## config.mk

```make
export PLATFORM = sky130hd
export DESIGN_NAME = axil_noc_bridge
export DESIGN_NICKNAME = d
export VERILOG_FILES = /design/src/axil_pkg.sv /design/src/noc_msg_pkg.sv /design/src/axil_noc_bridge.sv /design/src/axil_request_intake.sv /design/src/flit_serializer.sv /design/src/noc_message_builder.sv /design/src/request_fifo.sv
export SDC_FILE = /design/constraint.sdc
export NUM_CORES = 2
export LEC_CHECK = 0
export BUFFER_PORTS_ARGS = -buffer_cell sky130_fd_sc_hd__buf_2
export CAP_MARGIN = 20
export CORE_AREA = 2 2 373 375
export DETAILED_ROUTE_END_ITERATION = 8
export DIE_AREA = 0 0 375 377
export MAX_ROUTING_LAYER = met4
export PLACE_DENSITY = 0.75
export SYNTH_ARGS = -nofsm -noshare
export SYNTH_HDL_FRONTEND = slang
export SYNTH_SLANG_ARGS = --single-unit
```

## constraint.sdc

```tcl
create_clock -name clk -period 9.46 [get_ports clk]
set_clock_uncertainty 0.05 [all_clocks]
set_input_delay 1.419 -clock clk [delete_from_list [all_inputs] [get_ports clk]]
set_output_delay 1.419 -clock clk [all_outputs]
set_load 0.02 [all_outputs]
```

## src/axil_pkg.sv

```systemverilog
package axil_pkg;

    typedef logic [63:0] axil_addr_t;
    typedef logic [63:0] axil_data_t;
    typedef logic [7:0]  axil_strb_t;

    typedef enum logic {
        req_store,
        req_load
    } req_kind_t;

    // loads carry zero data and strobe
    typedef struct packed {
        req_kind_t  kind;
        axil_addr_t addr;
        axil_data_t data;
        axil_strb_t strb;
    } axil_req_t;

endpackage

```

## src/noc_msg_pkg.sv

```systemverilog
package noc_msg_pkg;

    typedef logic [63:0] flit_t;
    typedef logic [13:0] chipid_t;
    typedef logic [7:0]  xy_t;
    typedef logic [3:0]  fbits_t;
    typedef logic [7:0]  msg_len_t;     // flits after the first header flit
    typedef logic [7:0]  msg_type_t;
    typedef logic [2:0]  data_size_t;
    typedef logic [39:0] phy_addr_t;
    typedef logic [7:0]  byte_mask_t;

    // swap-writeback request served by the L2
    localparam msg_type_t MSG_TYPE_SWAPWB = 8'd35;

    localparam data_size_t DATA_SIZE_8B  = 3'b100;
    localparam data_size_t DATA_SIZE_16B = 3'b101;

    localparam msg_len_t STORE_LEN = 8'd3;  // 2 headers + 1 data flit
    localparam msg_len_t LOAD_LEN  = 8'd4;  // 2 headers + 2 zero flits

    localparam int HDR_FLITS = 3;

    // tile identity for both source and destination
    typedef struct packed {
        chipid_t chipid;
        xy_t     x;
        xy_t     y;
        fbits_t  fbits;
    } node_id_t;

    typedef struct packed {
        msg_type_t  msg_type;
        msg_len_t   length;
        data_size_t data_size;
        phy_addr_t  addr;
        byte_mask_t byte_mask;
        flit_t      data;           // already in NoC byte order
    } noc_msg_t;

endpackage

```

## src/axil_noc_bridge.sv

```systemverilog
`timescale 1ns/1ps

module axil_noc_bridge
    import axil_pkg::*;
    import noc_msg_pkg::*;
#(
    parameter int FIFO_DEPTH = 16
) (
    input  logic       clk,
    input  logic       rst_n,
    input  axil_addr_t awaddr,
    input  logic       awvalid,
    output logic       awready,
    input  axil_data_t wdata,
    input  axil_strb_t wstrb,
    input  logic       wvalid,
    output logic       wready,
    input  axil_addr_t araddr,
    input  logic       arvalid,
    output logic       arready,
    input  node_id_t   src_id,
    input  node_id_t   dst_id,
    output logic       noc_valid,
    output flit_t      noc_data,
    input  logic       noc_ready
);

    axil_req_t head;
    logic      head_valid;
    logic      pop;
    noc_msg_t  msg;
    logic      msg_valid;
    logic      msg_taken;

    axil_request_intake #(
        .FIFO_DEPTH (FIFO_DEPTH)
    ) i_axil_request_intake (
        .clk        (clk),
        .rst_n      (rst_n),
        .awaddr     (awaddr),
        .awvalid    (awvalid),
        .awready    (awready),
        .wdata      (wdata),
        .wstrb      (wstrb),
        .wvalid     (wvalid),
        .wready     (wready),
        .araddr     (araddr),
        .arvalid    (arvalid),
        .arready    (arready),
        .pop        (pop),
        .head       (head),
        .head_valid (head_valid)
    );

    noc_message_builder i_noc_message_builder (
        .clk        (clk),
        .rst_n      (rst_n),
        .head       (head),
        .head_valid (head_valid),
        .pop        (pop),
        .msg        (msg),
        .msg_valid  (msg_valid),
        .msg_taken  (msg_taken)
    );

    flit_serializer i_flit_serializer (
        .clk       (clk),
        .rst_n     (rst_n),
        .msg       (msg),
        .msg_valid (msg_valid),
        .msg_taken (msg_taken),
        .src_id    (src_id),
        .dst_id    (dst_id),
        .noc_valid (noc_valid),
        .noc_data  (noc_data),
        .noc_ready (noc_ready)
    );

endmodule

```

## src/axil_request_intake.sv

```systemverilog
`timescale 1ns/1ps

module axil_request_intake import axil_pkg::*; #(
    parameter int FIFO_DEPTH = 16
) (
    input  logic       clk,
    input  logic       rst_n,
    input  axil_addr_t awaddr,
    input  logic       awvalid,
    output logic       awready,
    input  axil_data_t wdata,
    input  axil_strb_t wstrb,
    input  logic       wvalid,
    output logic       wready,
    input  axil_addr_t araddr,
    input  logic       arvalid,
    output logic       arready,
    input  logic       pop,
    output axil_req_t  head,
    output logic       head_valid
);

    logic      full;
    logic      write_req;
    logic      push;
    axil_req_t push_req;

    // a write needs both address and data in the same cycle
    assign write_req = awvalid && wvalid;

    // each half of a write waits for its partner
    assign awready = !full && !(awvalid && !wvalid);
    assign wready  = !full && !(wvalid && !awvalid);
    assign arready = !full && !write_req;  // write wins

    assign push = !full && (write_req || arvalid);

    always_comb begin
        if (write_req) begin
            push_req.kind = req_store;
            push_req.addr = awaddr;
            push_req.data = wdata;
            push_req.strb = wstrb;
        end else begin
            push_req.kind = req_load;
            push_req.addr = araddr;
            push_req.data = '0;
            push_req.strb = '0;
        end
    end

    request_fifo #(
        .FIFO_DEPTH (FIFO_DEPTH)
    ) i_request_fifo (
        .clk       (clk),
        .rst_n     (rst_n),
        .push      (push),
        .push_req  (push_req),
        .pop       (pop),
        .head      (head),
        .not_empty (head_valid),
        .full      (full)
    );

endmodule

```

## src/flit_serializer.sv

```systemverilog
`timescale 1ns/1ps

module flit_serializer import noc_msg_pkg::*; (
    input  logic     clk,
    input  logic     rst_n,
    input  noc_msg_t msg,
    input  logic     msg_valid,
    output logic     msg_taken,
    input  node_id_t src_id,
    input  node_id_t dst_id,
    output logic     noc_valid,
    output flit_t    noc_data,
    input  logic     noc_ready
);

    typedef enum logic [1:0] {
        st_idle,
        st_header,
        st_data
    } state_t;

    state_t     state;
    state_t     state_next;
    logic [1:0] flit_cnt;
    logic [1:0] flit_cnt_next;
    logic       xfer;
    logic       last_hdr;
    logic       last_data;

    // header state with no message only happens right after a finished message
    assign noc_valid = (state == st_data) || ((state == st_header) && msg_valid);
    assign xfer      = noc_valid && noc_ready;

    assign last_hdr  = (flit_cnt == 2'(HDR_FLITS - 1));
    assign last_data = (msg_len_t'(flit_cnt) == msg.length - msg_len_t'(HDR_FLITS));
    assign msg_taken = xfer && (state == st_data) && last_data;

    always_comb begin
        state_next    = state;
        flit_cnt_next = flit_cnt;
        case (state)
            st_idle: begin
                if (msg_valid) begin
                    state_next    = st_header;
                    flit_cnt_next = '0;
                end
            end
            st_header: begin
                if (!msg_valid) begin
                    state_next = st_idle;
                end else if (xfer) begin
                    flit_cnt_next = last_hdr ? 2'd0 : flit_cnt + 2'd1;
                    if (last_hdr) begin
                        state_next = st_data;
                    end
                end
            end
            st_data: begin
                if (xfer) begin
                    flit_cnt_next = last_data ? 2'd0 : flit_cnt + 2'd1;
                    if (last_data) begin
                        state_next = st_header;  // next message starts back to back
                    end
                end
            end
            default: state_next = st_idle;
        endcase
    end

    always_ff @(posedge clk or negedge rst_n) begin
        if (!rst_n) begin
            state    <= st_idle;
            flit_cnt <= '0;
        end else begin
            state    <= state_next;
            flit_cnt <= flit_cnt_next;
        end
    end

    always_comb begin
        noc_data = '0;
        if (state == st_header) begin
            case (flit_cnt)
                2'd0:    noc_data = {dst_id, msg.length, msg.msg_type, 14'b0};
                2'd1:    noc_data = {msg.addr, msg.data_size, 13'b0, msg.byte_mask};
                default: noc_data = {src_id, 30'b0};
            endcase
        end else if (state == st_data) begin
            noc_data = msg.data;  // zero for loads
        end
    end

endmodule

```

## src/noc_message_builder.sv

```systemverilog
`timescale 1ns/1ps

module noc_message_builder
    import axil_pkg::*;
    import noc_msg_pkg::*;
(
    input  logic      clk,
    input  logic      rst_n,
    input  axil_req_t head,
    input  logic      head_valid,
    output logic      pop,
    output noc_msg_t  msg,
    output logic      msg_valid,
    input  logic      msg_taken
);

    noc_msg_t msg_next;
    logic     is_store;

    // refill in the same cycle the serializer releases the register
    assign pop = head_valid && (!msg_valid || msg_taken);

    assign is_store = (head.kind == req_store);

    always_comb begin
        msg_next.msg_type = MSG_TYPE_SWAPWB;
        msg_next.addr     = head.addr[$bits(phy_addr_t)-1:0];
        if (is_store) begin
            msg_next.length    = STORE_LEN;
            msg_next.data_size = DATA_SIZE_8B;
            // one mask bit per byte, mirrored along with the data bytes
            msg_next.byte_mask = {<<{head.strb}};
            msg_next.data      = {<<8{head.data}};  // little to big endian
        end else begin
            msg_next.length    = LOAD_LEN;
            msg_next.data_size = DATA_SIZE_16B;    // L2 wants at least 16 bytes
            msg_next.byte_mask = '0;
            msg_next.data      = '0;
        end
    end

    always_ff @(posedge clk) begin
        if (pop) begin
            msg <= msg_next;
        end
    end

    always_ff @(posedge clk or negedge rst_n) begin
        if (!rst_n) begin
            msg_valid <= 1'b0;
        end else if (pop) begin
            msg_valid <= 1'b1;
        end else if (msg_taken) begin
            msg_valid <= 1'b0;
        end
    end

endmodule

```

## src/request_fifo.sv

```systemverilog
`timescale 1ns/1ps

module request_fifo import axil_pkg::*; #(
    parameter int FIFO_DEPTH = 16
) (
    input  logic      clk,
    input  logic      rst_n,
    input  logic      push,
    input  axil_req_t push_req,
    input  logic      pop,
    output axil_req_t head,
    output logic      not_empty,
    output logic      full
);

    localparam int ADDR_W = $clog2(FIFO_DEPTH);

    axil_req_t         mem [FIFO_DEPTH];
    logic [ADDR_W:0]   wr_ptr;
    logic [ADDR_W:0]   rd_ptr;
    logic              do_push;
    logic              do_pop;

    assign do_push = push && !full;
    assign do_pop  = pop && not_empty;

    // extra pointer bit separates full from empty
    assign not_empty = (wr_ptr != rd_ptr);
    assign full      = (wr_ptr[ADDR_W] != rd_ptr[ADDR_W]) &&
                       (wr_ptr[ADDR_W-1:0] == rd_ptr[ADDR_W-1:0]);

    assign head = mem[rd_ptr[ADDR_W-1:0]];

    always_ff @(posedge clk) begin
        if (do_push) begin
            mem[wr_ptr[ADDR_W-1:0]] <= push_req;
        end
    end

    always_ff @(posedge clk or negedge rst_n) begin
        if (!rst_n) begin
            wr_ptr <= '0;
            rd_ptr <= '0;
        end else begin
            if (do_push) begin
                wr_ptr <= wr_ptr + 1'b1;
            end
            if (do_pop) begin
                rd_ptr <= rd_ptr + 1'b1;
            end
        end
    end

endmodule

```

==> results.txt <==
- Floorplan die area: 141400 um2
- Relative to the synthesized area, the layout overhead comes to 12.55%.
* Actual slew at the worst max-slew pin: 1.181 ns
* H-tree level count: 4
- OpenSTA, run right after detailed placement, puts the worst setup slack at between 4 and 5 ns.
* Setup violators final: 0
- Die Wd: 375 um
- Nets@finish: 4178
* Type of the tightest min-delay check: input pin to asynchronous set/reset pin
- HPWL reported at the end of detailed placement: ~93000 um
* Vias in the first global route: 37840
- Leading cell type in the layout, fill and taps excluded: edfxtp_1
- Remaining max-slew budget at the tightest pin: 21.29%
- Final max-slew violation count: 0
- Root Buffer: clkbuf_16
* Total power: 21.39 mW
- Data on the critical path is required at its endpoint by 7.99 ns.
- Clock buffer depth: 3
- Post-route ant nets: 0
- The filler cells instantiated in the layout total 9136.
* GRT overflow: 0
- A synthesized cell averages 21.06 um2.
- Post-route fraction of the period consumed by the critical path: around 57%
- DRC: 0
* Synth Net Count: between 3000 and 4000
- Iteration count of the initial detailed-routing pass: 6
- Crit path DAT: 3.96 ns
- Later-pin clock latency in the skew report: between 0.8 and 0.9 ns
- Number of standard cells after synthesis: 3569
- The critical path in this run is classified as flip-flop to output port.
* Peak ir drop on the vdd network: ~0.19 mV
- Max Clock Freq: 0.1843 GHz
* Sink count of the clock tree: 1937
- After clock tree synthesis, the flow added hold-fix buffers numbering 0.
- At the end of the flow the core is filled with cells to 61.76%.
* Total wirelength of the detailed-routed design: between 150000 and 200000 um
- STA classifies the critical path startpoint as a flip-flop.
- Wire length of the first global-routing pass: 264100 um
- The tool flagged a number of max-cap violations equal to 0.
* Sequential element share of the synthesized area: 77.29%
* Maximum fanout encountered on the critical timing path: 26
- Area of the placeable core: 137000 um2
* Outcome: finished, final reports clean
- Per-cell via count in the routed design: between 6 and 7
- Once the floorplan was initialized, standard cells occupied 54.87% of the core.
- Total of buffers placed on input and output ports: 293
- Final hold analysis gives a worst-case slack of ~0.49 ns.
- The number of clock buffers added by TritonCTS is 185.
- After clock tree synthesis, the setup repair step added 0 buffers.
- Vias after detailed routing: 38140
* Hold violation count in the final report: 0
* Number of gates resized after cts: 0
- The netlist uses 44 different library cells.
* Smallest setup slack after layout: 4.034 ns
- TritonCTS built the clock tree.
- The top cell types in the final layout, fill and taps aside, are 1922 x edfxtp_1, 347 x mux4_2, 291 x buf_2, 290 x mux2i_1, 193 x clkbuf_16.
* CTS clock-pin slew for the worst setup and hold paths: roughly 0.07 ns
* Setup repair after global routing missed its margin: false
- Cell Area, Synth: roughly 75000 um2
* Average wire length per cell after detail routing: about 32 um
* Accumulated negative setup slack: 0 ns
- Entering global routing, the biggest net connects roughly 120 pins.
* Global router's overall resource usage: a little over a quarter
- The congestion estimate from routability-driven global placement came to 0.8036.
- In this run, the number of DRC markers left after iteration 0 of detailed routing was 4961.
* Post-layout minimum cycle time: roughly 5.4 ns
* Count of standard-cell rows: roughly 140
* Total leakage power: ~27 nW
- During I/O placement, the number of pins put on the boundary was about 340.
- Number of flip-flops and latches in the synthesized netlist: 1937
- For this design the ratio of total power to cell area is 252.9 nW/um2.
- Synthesis warning total: 0
- The post-route netlist has 26.41% of its cells at a drive strength greater than 1.
- Type of element capturing the critical path: output port
- Initial antenna violation count: 10
- Vertical die dimension: 377 um
==> per-stage QoR <==
| stage | cells | cell area, um2 |
|---|---|---|
| floorplan | 3569 | 75160 |
| global placement | 5492 | 78560 |
| detailed placement | 5492 | 78560 |
| CTS | 5827 | 84500 |
| global route | 5833 | 84590 |
| finish | 5833 | 84590 |
==> final cells by class <==
class	count	area (um2)	share of cell area, %
flip-flops and latches	1937	58110	68.69
multi-input cells	1385	16100	19.03
clock buffers	222	4938	5.838
well taps	1794	2245	2.653
repair buffers	364	2127	2.514
clock inverters	113	998.5	1.180
inverters	16	72.57	0.08579
diodes	2	5.005	0.005916
==> worst paths after layout <==
check,from,to,slack [ns],depth (start not counted)
max,i_flit_serializer.flit_cnt[1],noc_data[7],4.03,6
min,rst_n,i_flit_serializer.state[0],0.49,1
max reg2reg,i_axil_request_intake.i_request_fifo.rd_ptr[0],i_noc_message_builder.msg[10],4.46,6
min reg2reg,i_axil_request_intake.i_request_fifo.rd_ptr[4],i_axil_request_intake.i_request_fifo.rd_ptr[4],0.49,1
max in group asynchronous,rst_n,i_axil_request_intake.i_request_fifo.rd_ptr[0],8.52,1
min in group clk,i_axil_request_intake.i_request_fifo.rd_ptr[4],i_axil_request_intake.i_request_fifo.rd_ptr[4],0.49,1
==> per-layer routing <==
layer  up-vias  global-route usage, %  routed length (um)
met5         -                      -                   0
met4         0                  7.699                4989
met3       301                  5.766               18850
met2      2178                  41.93               89810
met1     20040                  36.53               70570
li1      15620                      -                   -
==> critical path, cell delays in order (launching register included) <==
cell,delay (ns)
dfrtp_1,0.39
inv_1,0.18
ha_2,0.50
buf_4,0.57
and2_1,0.89
a22o_1,0.39
buf_2,0.21
==> report_power, final <==
part	total (mW)	internal, mW	switching, mW
Sequential	10.7	10.5	0.237
Combinational	3.39	1.23	2.16
Clock	7.26	4.15	3.11
Total	21.4	15.9	5.51
==> logic make-up (layout without fill, tap and decap cells) <==
group | Yosys count | count (layout) | synth area share [%]
buf+inv | 247 | 715 | 1.483
xor+xnor | 15 | 15 | 0.1748
compound gates | 482 | 482 | 4.553
mux | 680 | 680 | 14.90
other cells | 0 | 2 | 0
flops | 1937 | 1937 | 77.29
simple gates | 193 | 193 | 1.345
fa+ha+maj | 15 | 15 | 0.2497
==> sequential cells by signal, indices dropped and copies added, names as in the netlist <==
name / flops
i_flit_serializer.state: 2
i_noc_message_builder.msg: 114
i_axil_request_intake.i_request_fifo.rd_ptr: 5
i_axil_request_intake.i_request_fifo.wr_ptr: 5
i_noc_message_builder.msg_valid: 1
i_flit_serializer.flit_cnt: 2
i_axil_request_intake.i_request_fifo.mem: 1808
==> cells in the mapped netlist <==
library cell / number / area, um2
mux2_2: 43 / 484.2
ha_1: 15 / 187.7
a22o_1: 54 / 473.0
o2bb2a_1: 1 / 10.01
nor3_1: 1 / 5.000
a2bb2oi_1: 2 / 17.52
and2_1: 14 / 87.58
a2111oi_0: 1 / 8.760
a31oi_1: 1 / 6.260
clkinv_1: 1 / 3.750
edfxtp_1: 1922 / 57720
nand4_1: 1 / 6.260
o2111ai_1: 2 / 17.52
a221oi_1: 72 / 630.6
and2_0: 1 / 6.260
a21o_1: 1 / 7.510
a31o_2: 1 / 8.760
nand2_1: 72 / 270.3
clkbuf_1: 137 / 514.2
xnor2_1: 13 / 113.9
mux4_2: 347 / 7815
a21boi_0: 1 / 7.510
buf_4: 33 / 247.7
o22ai_1: 2 / 12.51
a22oi_1: 106 / 795.8
o31ai_1: 2 / 15.01
or3b_2: 1 / 8.760
o211ai_1: 74 / 555.5
a32o_1: 1 / 10.01
nor2b_1: 8 / 50.05
buf_2: 51 / 255.2
a21oi_1: 75 / 375.4
inv_1: 15 / 56.30
mux2i_1: 290 / 2903
nor2_1: 7 / 26.28
and3_1: 85 / 531.8
o21ai_0: 75 / 375.4
a21oi_2: 10 / 87.58
dfrtp_1: 15 / 375.4
nand3_1: 2 / 10.01
xor2_1: 2 / 17.52
buf_1: 10 / 37.54
a211oi_1: 1 / 7.510
and4_1: 1 / 8.760
(Power assumes the default switching activity.)
